**config.mk**
```make
export PLATFORM = sky130hd
export DESIGN_NAME = macsec_monitor
export DESIGN_NICKNAME = d
export VERILOG_FILES = /design/src/rtl/macsec_pkg.sv /design/src/rtl/macsec_ctrl.sv /design/src/rtl/macsec_monitor.sv /design/src/rtl/sectag_parser.sv /design/src/rtl/stream_fifo.sv
export VERILOG_INCLUDE_DIRS = /design/src /design/src/rtl
export SDC_FILE = /design/constraint.sdc
export NUM_CORES = 2
export LEC_CHECK = 0
export ABC_AREA = 0
export BUFFER_PORTS_ARGS = -buffer_cell sky130_fd_sc_hd__buf_2
export CAP_MARGIN = 20
export CORE_MARGIN = 5
export CORE_UTILIZATION = 45
export DETAILED_ROUTE_END_ITERATION = 7
export PLACE_DENSITY_LB_ADDON = 0.1
export SLEW_MARGIN = 10
export SYNTH_ARGS = -nofsm -noshare
export SYNTH_HDL_FRONTEND = slang
export SYNTH_SLANG_ARGS = --single-unit
```
**constraint.sdc**
```tcl
create_clock -name axis_aclk -period 20.6 [get_ports axis_aclk]
set_input_delay 3.09 -clock axis_aclk [delete_from_list [all_inputs] [get_ports axis_aclk]]
set_output_delay 3.09 -clock axis_aclk [all_outputs]
set_load 0.05 [all_outputs]
```
**src/rtl/macsec_settings.svh**
```systemverilog
/*
 * Build-time settings for the MACsec frame monitor
 *   stream data and sideband widths
 *   FIFO address bits
 *   MACsec EtherType and SecTAG field positions in the first beat
 */

`ifndef MACSEC_SETTINGS_SVH
`define MACSEC_SETTINGS_SVH

// AXI stream widths
`define MACSEC_DATA_W          256
`define MACSEC_USER_W          128

// Four-entry input FIFO
`define MACSEC_FIFO_DEPTH_BITS 2

// EtherType 0x88E5, byte-swapped as it sits on the little-endian bus
`define MACSEC_ETHERTYPE       16'hE588

// Lowest bit of each header field in the first beat
`define MACSEC_ETYPE_LSB       96
`define MACSEC_TCI_LSB         112
`define MACSEC_SLEN_LSB        120
`define MACSEC_PNUM_LSB        128

`endif

```
**src/rtl/macsec_pkg.sv**
```systemverilog
/*
 * Shared types for the MACsec frame monitor
 *   stream beat types, SecTAG field types, status word, FSM states
 */

`default_nettype none

`include "macsec_settings.svh"

package macsec_pkg;

   typedef logic [`MACSEC_DATA_W-1:0]   axis_data_t;
   typedef logic [`MACSEC_DATA_W/8-1:0] axis_keep_t;
   typedef logic [`MACSEC_USER_W-1:0]   axis_user_t;

   typedef logic [15:0] ethertype_t;
   typedef logic [7:0]  tci_t;
   typedef logic [7:0]  slen_t;
   typedef logic [31:0] pnum_t;

   // ICV and frame counters
   typedef logic [31:0] stat_t;

   typedef enum logic {ST_DETECT, ST_COPY} ctrl_state_t;

endpackage

`default_nettype wire

```
**src/rtl/macsec_ctrl.sv**
```systemverilog
/*
 * Stream control FSM
 *   drives output valid from the FIFO state
 *   pops the FIFO on each accepted beat
 *   flags the first beat of every frame
 */

`timescale 1ns/1ps
`default_nettype none

module macsec_ctrl (
   input  logic axis_aclk,
   input  logic axis_resetn,
   input  logic fifo_empty,
   input  logic head_tlast,
   input  logic m_axis_tready,
   output logic m_axis_tvalid,
   output logic fifo_pop,
   output logic first_beat
);

   import macsec_pkg::*;

   ctrl_state_t state;
   ctrl_state_t next_state;

   assign m_axis_tvalid = !fifo_empty;
   assign fifo_pop = m_axis_tvalid & m_axis_tready;
   assign first_beat = fifo_pop & (state == ST_DETECT);

   always_comb begin
      next_state = state;
      case (state)
         ST_DETECT: begin
            // Single-beat frames stay in detect
            if (fifo_pop && !head_tlast)
               next_state = ST_COPY;
         end
         ST_COPY: begin
            if (fifo_pop && head_tlast)
               next_state = ST_DETECT;
         end
         default: next_state = ST_DETECT;
      endcase
   end

   always_ff @(posedge axis_aclk) begin
      if (!axis_resetn)
         state <= ST_DETECT;
      else
         state <= next_state;
   end

   // Head beat must stay offered until the sink takes it
   a_valid_held: assert property (@(posedge axis_aclk) disable iff (!axis_resetn)
      (m_axis_tvalid && !m_axis_tready) |=> m_axis_tvalid)
      else $error("macsec_ctrl: valid dropped under back-pressure");

endmodule

`default_nettype wire

```
**src/rtl/macsec_monitor.sv**
```systemverilog
/*
 * MACsec frame monitor top level
 *   input FIFO, stream control FSM and SecTAG parser
 *   beats pass through unchanged, status on plain ports
 */

`timescale 1ns/1ps
`default_nettype none

module macsec_monitor (
   input  logic                   axis_aclk,
   input  logic                   axis_resetn,
   // Slave stream
   input  macsec_pkg::axis_data_t s_axis_tdata,
   input  macsec_pkg::axis_keep_t s_axis_tkeep,
   input  macsec_pkg::axis_user_t s_axis_tuser,
   input  logic                   s_axis_tlast,
   input  logic                   s_axis_tvalid,
   output logic                   s_axis_tready,
   // Master stream
   output macsec_pkg::axis_data_t m_axis_tdata,
   output macsec_pkg::axis_keep_t m_axis_tkeep,
   output macsec_pkg::axis_user_t m_axis_tuser,
   output logic                   m_axis_tlast,
   output logic                   m_axis_tvalid,
   input  logic                   m_axis_tready,
   // Status
   input  logic                   stat_clear,
   output macsec_pkg::ethertype_t ethertype,
   output macsec_pkg::tci_t       tci,
   output macsec_pkg::slen_t      slen,
   output macsec_pkg::pnum_t      pnum,
   output macsec_pkg::stat_t      icv,
   output macsec_pkg::stat_t      macsec_pkts,
   output macsec_pkg::stat_t      other_pkts
);

   logic fifo_empty;
   logic fifo_pop;
   logic first_beat;

   // FIFO head feeds the master side directly
   stream_fifo u_fifo (
      .axis_aclk     (axis_aclk),
      .axis_resetn   (axis_resetn),
      .s_axis_tdata  (s_axis_tdata),
      .s_axis_tkeep  (s_axis_tkeep),
      .s_axis_tuser  (s_axis_tuser),
      .s_axis_tlast  (s_axis_tlast),
      .s_axis_tvalid (s_axis_tvalid),
      .s_axis_tready (s_axis_tready),
      .fifo_pop      (fifo_pop),
      .head_tdata    (m_axis_tdata),
      .head_tkeep    (m_axis_tkeep),
      .head_tuser    (m_axis_tuser),
      .head_tlast    (m_axis_tlast),
      .fifo_empty    (fifo_empty)
   );

   macsec_ctrl u_ctrl (
      .axis_aclk     (axis_aclk),
      .axis_resetn   (axis_resetn),
      .fifo_empty    (fifo_empty),
      .head_tlast    (m_axis_tlast),
      .m_axis_tready (m_axis_tready),
      .m_axis_tvalid (m_axis_tvalid),
      .fifo_pop      (fifo_pop),
      .first_beat    (first_beat)
   );

   sectag_parser u_parser (
      .axis_aclk   (axis_aclk),
      .axis_resetn (axis_resetn),
      .first_beat  (first_beat),
      .head_tdata  (m_axis_tdata),
      .stat_clear  (stat_clear),
      .ethertype   (ethertype),
      .tci         (tci),
      .slen        (slen),
      .pnum        (pnum),
      .icv         (icv),
      .macsec_pkts (macsec_pkts),
      .other_pkts  (other_pkts)
   );

endmodule

`default_nettype wire

```
**src/rtl/sectag_parser.sv**
```systemverilog
/*
 * SecTAG parser for the first beat of each frame
 *   EtherType check and TCI, short length, packet number capture
 *   running 8-bit byte sum standing in for the ICV
 *   MACsec and other frame counters with a clear input
 */

`timescale 1ns/1ps
`default_nettype none

`include "macsec_settings.svh"

module sectag_parser (
   input  logic                   axis_aclk,
   input  logic                   axis_resetn,
   input  logic                   first_beat,
   input  macsec_pkg::axis_data_t head_tdata,
   input  logic                   stat_clear,
   output macsec_pkg::ethertype_t ethertype,
   output macsec_pkg::tci_t       tci,
   output macsec_pkg::slen_t      slen,
   output macsec_pkg::pnum_t      pnum,
   output macsec_pkg::stat_t      icv,
   output macsec_pkg::stat_t      macsec_pkts,
   output macsec_pkg::stat_t      other_pkts
);

   import macsec_pkg::*;

   localparam int NUM_BYTES = `MACSEC_DATA_W / 8;

   ethertype_t etype_field;
   logic       is_macsec;
   logic [7:0] byte_sum;

   assign etype_field = head_tdata[`MACSEC_ETYPE_LSB +: $bits(ethertype_t)];
   assign is_macsec = (etype_field == `MACSEC_ETHERTYPE);

   // Previous low ICV byte plus every byte of the beat, mod 256
   always_comb begin
      byte_sum = icv[7:0];
      for (int i = 0; i < NUM_BYTES; i++) begin
         byte_sum = byte_sum + head_tdata[i*8 +: 8];
      end
   end

   // Header fields follow every first beat
   always_ff @(posedge axis_aclk) begin
      if (!axis_resetn) begin
         ethertype <= '0;
         tci       <= '0;
         slen      <= '0;
         pnum      <= '0;
      end else if (first_beat) begin
         ethertype <= etype_field;
         if (is_macsec) begin
            tci  <= head_tdata[`MACSEC_TCI_LSB +: $bits(tci_t)];
            slen <= head_tdata[`MACSEC_SLEN_LSB +: $bits(slen_t)];
            pnum <= head_tdata[`MACSEC_PNUM_LSB +: $bits(pnum_t)];
         end else begin
            tci  <= '0;
            slen <= '0;
            pnum <= '0;
         end
      end
   end

   // Clear takes priority over a frame arriving in the same cycle
   always_ff @(posedge axis_aclk) begin
      if (!axis_resetn) begin
         icv         <= '0;
         macsec_pkts <= '0;
         other_pkts  <= '0;
      end else if (stat_clear) begin
         icv         <= '0;
         macsec_pkts <= '0;
         other_pkts  <= '0;
      end else if (first_beat) begin
         if (is_macsec) begin
            icv         <= {24'h0, byte_sum};
            macsec_pkts <= macsec_pkts + 32'd1;
         end else begin
            icv        <= '0;
            other_pkts <= other_pkts + 32'd1;
         end
      end
   end

endmodule

`default_nettype wire

```
**src/rtl/stream_fifo.sv**
```systemverilog
/*
 * Fall-through FIFO for AXI stream beats
 *   one entry holds tdata, tkeep, tuser and tlast
 *   head entry visible without read latency
 *   ready while fewer than three entries are held
 */

`timescale 1ns/1ps
`default_nettype none

`include "macsec_settings.svh"

module stream_fifo (
   input  logic                   axis_aclk,
   input  logic                   axis_resetn,
   input  macsec_pkg::axis_data_t s_axis_tdata,
   input  macsec_pkg::axis_keep_t s_axis_tkeep,
   input  macsec_pkg::axis_user_t s_axis_tuser,
   input  logic                   s_axis_tlast,
   input  logic                   s_axis_tvalid,
   output logic                   s_axis_tready,
   input  logic                   fifo_pop,
   output macsec_pkg::axis_data_t head_tdata,
   output macsec_pkg::axis_keep_t head_tkeep,
   output macsec_pkg::axis_user_t head_tuser,
   output logic                   head_tlast,
   output logic                   fifo_empty
);

   import macsec_pkg::*;

   localparam int AW = `MACSEC_FIFO_DEPTH_BITS;
   localparam int DEPTH = 1 << AW;
   localparam logic [AW:0] FILL_LIMIT = (AW+1)'(DEPTH - 1);

   axis_data_t mem_tdata [DEPTH];
   axis_keep_t mem_tkeep [DEPTH];
   axis_user_t mem_tuser [DEPTH];
   logic       mem_tlast [DEPTH];

   logic [AW-1:0] wr_ptr;
   logic [AW-1:0] rd_ptr;
   logic [AW:0]   count;
   logic          wr_en;

   // Keep one spare slot so the upstream sees ready drop early
   assign s_axis_tready = (count < FILL_LIMIT);
   assign wr_en = s_axis_tvalid & s_axis_tready;
   assign fifo_empty = (count == '0);

   assign head_tdata = mem_tdata[rd_ptr];
   assign head_tkeep = mem_tkeep[rd_ptr];
   assign head_tuser = mem_tuser[rd_ptr];
   assign head_tlast = mem_tlast[rd_ptr];

   always_ff @(posedge axis_aclk) begin
      if (wr_en) begin
         mem_tdata[wr_ptr] <= s_axis_tdata;
         mem_tkeep[wr_ptr] <= s_axis_tkeep;
         mem_tuser[wr_ptr] <= s_axis_tuser;
         mem_tlast[wr_ptr] <= s_axis_tlast;
      end
   end

   // Pointers wrap naturally at the power-of-two depth
   always_ff @(posedge axis_aclk) begin
      if (!axis_resetn) begin
         wr_ptr <= '0;
         rd_ptr <= '0;
         count  <= '0;
      end else begin
         if (wr_en)
            wr_ptr <= wr_ptr + 1'b1;
         if (fifo_pop)
            rd_ptr <= rd_ptr + 1'b1;
         case ({wr_en, fifo_pop})
            2'b10:   count <= count + 1'b1;
            2'b01:   count <= count - 1'b1;
            default: count <= count;
         endcase
      end
   end

   a_no_pop_empty: assert property (@(posedge axis_aclk) disable iff (!axis_resetn)
      fifo_pop |-> !fifo_empty)
      else $error("stream_fifo: pop while empty");

endmodule

`default_nettype wire

```
Word level (Yosys, flattened, before mapping) --
Memories as Yosys holds them, arrays and structs flattened. A register that Yosys moved wholly into a read port is not among the register bits. Index checks and enable logic that the tools add are counted.
Storage, ports and cells: register bits after elaboration 168, bits in writable memories 1668, input port bits 422, output and inout port bits 579, logic and storage cells 90, memories 4
Cells by class: $add $sub $neg 38, magnitude comparators 1, eq/ne operators 3, mux-type cells 18, bitwise operators 6, reductions and logical operators 9
Memory list:
- u_fifo.mem_tdata | depth 4, bits a word 256, rd ports 1, clocked after memory_dff 1, wr ports 1, line stream_fifo.sv:36 | axis_data_t mem_tdata [DEPTH];
- u_fifo.mem_tuser | depth 4, bits a word 128, rd ports 1, clocked after memory_dff 1, wr ports 1, line stream_fifo.sv:38 | axis_user_t mem_tuser [DEPTH];
- u_fifo.mem_tkeep | depth 4, bits a word 32, rd ports 1, clocked after memory_dff 1, wr ports 1, line stream_fifo.sv:37 | axis_keep_t mem_tkeep [DEPTH];
- u_fifo.mem_tlast | depth 4, bits a word 1, rd ports 1, clocked after memory_dff 1, wr ports 1, line stream_fifo.sv:39 | logic mem_tlast [DEPTH];
Operators by type and width (count):
- 8-bit adder | 32
- 32-bit by 1-bit adder with 32-bit output (second input constant) | 2
- 32-bit two-way mux | 1
- 8-bit two-way mux | 3
- 16-bit == test (second input constant) | 1
- 2-bit two-way mux | 8
- 3-bit one-hot mux with 2 select lines | 1
- 2-bit by 1-bit adder with 2-bit output (second input constant) | 2
- 1-bit two-way mux | 4
- 2-bit AND reduction | 2
- 3-bit by 1-bit adder with 3-bit output (second input constant) | 1
- 1-bit bitwise AND | 3
- 3-bit logical NOT | 1
- 3-bit by 2-bit < comparator with 1-bit output (second input constant) | 1
- 1-bit inverter | 3
- 3-bit by 1-bit subtractor with 3-bit output (second input constant) | 1
- 2-bit by 1-bit == test with 1-bit output (second input constant) | 1
- 2-bit == test (second input constant) | 1
- 1-bit logical AND | 2
- 1-bit logical NOT | 2
- 1-bit one-hot mux with 2 select lines | 1
- 2-bit nonzero test | 1
- 2-bit OR reduction | 1

Logic depth before layout (Yosys ltp) --
depth in word-level cells 33, depth in mapped cells 32, gate-level depth less buffers 25

Cells and area by module --
A second synthesis with hierarchy kept.
Unflattened totals: cell total of the unflattened synthesis 3375, area, all modules 71883.9 µm²
Modules (own cells, without submodules):
- stream_fifo | times used 1, cells each 2228, area an instance 60501.8 µm²
- sectag_parser | times used 1, cells each 1141, area an instance 11320.9 µm²
- macsec_ctrl | times used 1, cells each 6, area an instance 61.3 µm²

Least setup slack after synthesis --
Ideal clock, no wire load.
path type input to register, start input port s_axis_tvalid, end memory u_fifo.mem_tdata[0][0] (netlist name), enable pin, library setup time 0.839 ns, arrival time 12.559 ns, setup slack 7.202 ns, stages 1, path buffers 0, cell sequence and3_1
On the way: longest elaborated chain between the ends 3
Ends and longest elaborated chain:
- start, declared | line macsec_monitor.sv:18 | input logic s_axis_tvalid,
- 1-bit bitwise AND | line stream_fifo.sv:48 | assign wr_en = s_axis_tvalid & s_axis_tready;
- 1-bit two-way mux | line stream_fifo.sv:57 | if (wr_en) begin
- 1-bit two-way mux (implied by the code) | line stream_fifo.sv:58 | mem_tdata[wr_ptr] <= s_axis_tdata;
- end, declared | line stream_fifo.sv:36
No other way between the ends.

==> results.yml <==
cells_and_area:
  layout_common_cells: "1,668 x edfxtp_1, 975 x buf_2, 410 x mux4_2"
  mostFrequentLayoutCell: "edfxtp_1"
  final_area_sq_um: 85400
  area_delta_synth_final_pct: 18.71
  drive_gt1_frac: 0.3663
  final_cells: 6783
  nets: 5145
  fillCellCount: 12650
clock_tree:
  cts_setup_buffers: 0
  cts_tree: "yes"
  clock-sinks: 1814
  cts_buffers: 190
  clk_pin_slew_worst_paths_ps: 60
  insertion_delay_ps: 810
  htreeDepth: 4
  cts-root-buf: "clkbuf_16"
  ctsResizeCount: 0
  clockBufferDepth: 3
  hold_buffers: 0
setup_path:
  cpLargestDelayFamily: "adder cells"
  slowest_stage: "dfxtp_4"
  end_kind: "register"
  cp_num_cells: 26
  cp_max_fo: 43
  r2r_slack_ps: 10110
  path_buf_inv: 9
  ff2ff_path_depth: 26
  r2r-end: "u_parser.icv[7]"
  worstSetupPathType: "register to register"
  slowest_delay_ps: 890
  crit_top_cell: "fa_1"
  crit_required_ps: 21270
  startpoint_type: "register"
  cp.arrival_ps: 11160
logic_synthesis:
  synth_warnings: 0
  yosysTopAreaCell: "edfxtp_1"
  syn_area_sq_um: 71940
  synth-seq-area-share: 0.7369
  synthCells: 3421
  synth_flop_cell: "edfxtp_1"
  async_flop_share: 0
  synth_area_per_cell_sq_um: 21.03
  synth-seq-cells: 1814
  synth_enable_flop_cells: 1668
  netlist-cell-type-count: 55
  synth_top_area_share: 0.6962
  synth.area.top_cells: "edfxtp_1 70%, mux4_2 13%, fa_1 5.3%"
detailed_routing:
  drc: 0
  antenna_left: 0
  wl_mm: 205.9
  vias: 36470
  vias_per_cell: 5.376
  drt_iter0_drc: 2926
  wl_per_cell_um: 30.35
  drt_first_pass_iters: 5
global_routing:
  grt_pass1_wl_mm: 287.8
  antenna_found_initial: 129
  grt_pass1_vias: 38000
  track_usage: 0.2424
  grt_max_degree: 132
  overflow: 0
timing:
  hold_viol: 0
  setup-tns-final_ps: 0
  setup_violations: 0
  fin_crit_sh: 0.5092
  tightest_slew_ps: 1147
  relSlewSlack: 0.2351
  max_freq_mhz: 95.34
  rsz0062_at_grt: "no"
  period_minus_slack_ps: 10490
  slew_viol_final: 0
  worst_clock_skew_ps: 58.71
placed_design:
  dp.cells: 6384
  hpwlAfterDp_mm: 145.5
  io_buffers: 976
  postPlaceCellArea_sq_um: 79170
  place_congestion: 0.8332
floorplan:
  dieArea_sq_um: 168000
  pin_count: 1001
  rows: 146
  core_region_area_sq_um: 158700
  start_util: 0.4532
  die_w_um: 409.8
  die-height_um: 409.8
hold_path:
  hold-path-cell-count: 2
  hold_path_class: "register to register"
  min_to: "u_parser.ethertype[3]"
  worstHoldStart: "u_parser.ethertype[3]"
flow_run:
  drv_cap: 0
status:
  status: "finished clean"
## worst reg2reg max path, stage by stage (launching register included)
cell and delay [ps]:
dfxtp_4 890, buf_4 820, buf_4 880, buf_4 890, mux4_2 660, inv_1 110, fa_1 430, fa_1 510
fa_1 470, fa_1 550, inv_1 60, fa_1 560, fa_1 430, fa_1 500, inv_1 50, fa_1 420
inv_1 70, ha_1 160, inv_1 60, fa_1 460, inv_1 80, a21o_1 100, a21oi_1 60, xnor3_1 200
xnor3_1 400, xnor3_1 360, o32ai_1 210
## Yosys cell counts, types with 6 or more instances
cell type  count
a21boi_0      18
a21oi_1       24
a22oi_1       53
and2_1        10
and3_1        12
and4_1         6
buf_2         49
buf_4         27
clkbuf_1      72
dfxtp_1      146
edfxtp_1    1668
fa_1         191
ha_1          28
inv_1        295
mux4_1         7
mux4_2       410
nand2_1       69
nand3_1       22
nand4_1       17
nor2_1        55
nor2b_1       50
o21ai_0       19
or3_1         21
xnor2_1       66
xor2_1        41
## layer usage
layer	global-route usage	wire, um	vias up
li1	-	-	15590
met1	0.2948	76020	19140
met2	0.4043	102100	1273
met3	0.09847	21220	389
met4	0.06421	6095	74
met5	0	451	-
## stage by stage
step	hold WS (ps)	setup WS, ps	utilization
2_1_floorplan	476.5	7202	-
3_3_place_gp	452.8	9913	0.4988
3_5_place_dp	457.7	9821	0.4988
4_1_cts	465.8	9788	0.5372
5_1_grt	485.1	9326	0.5374
6_report	460.9	10110	0.5380
## kinds of logic (layout without fill, tap and decap cells)
family                     count (synthesis)  in the layout  share of synthesized area
AOI/OAI and AO/OA                        120            120                    0.01111
muxes                                    418            418                     0.1311
buffers and inverters                    449           1670                    0.02623
adders and majority gates                219            219                    0.05802
xor gates and xnor gates                 111            111                    0.01428
other                                      1             70                 0.00005213
and+or+nand+nor                          289            289                    0.02238
DFF                                     1814           1814                     0.7369
## worst max path at each step
stage                       start                      to
finish                   register         u_parser.icv[7]
global route             register         u_parser.icv[7]
CTS                      register         u_parser.icv[7]
detailed placement       register         u_parser.icv[7]
global placement         register         u_parser.icv[7]
floorplan           s_axis_tvalid  u_fifo.mem_tdata[0][0]
## state kept, by name, indices dropped and copies added, names as in the netlist, named ones only
register	count
u_fifo.count	3
u_fifo.mem_tdata	1024
u_fifo.mem_tkeep	128
u_fifo.mem_tlast	4
u_fifo.mem_tuser	512
u_fifo.rd_ptr	2
u_fifo.wr_ptr	2
u_parser.ethertype	16
u_parser.icv	8
u_parser.macsec_pkts	32
u_parser.other_pkts	32
u_parser.pnum	32
u_parser.slen	8
u_parser.tci	8
## layout make-up
| type | count | area [sq um] | area share |
|---|---|---|---|
| diodes | 46 | 115.1 | 0.001348 |
| clock buffers | 228 | 4960 | 0.05808 |
| multi-input cells | 1181 | 17160 | 0.2010 |
| repair buffers | 1022 | 5295 | 0.06200 |
| flip-flops and latches | 1814 | 53020 | 0.6208 |
| clock inverters | 125 | 1150 | 0.01346 |
| well taps | 2072 | 2592 | 0.03036 |
| inverters | 295 | 1107 | 0.01297 |
Power is not shown: default switching activity piles up to over one toggle a cycle in this logic, so the estimate is an artifact.
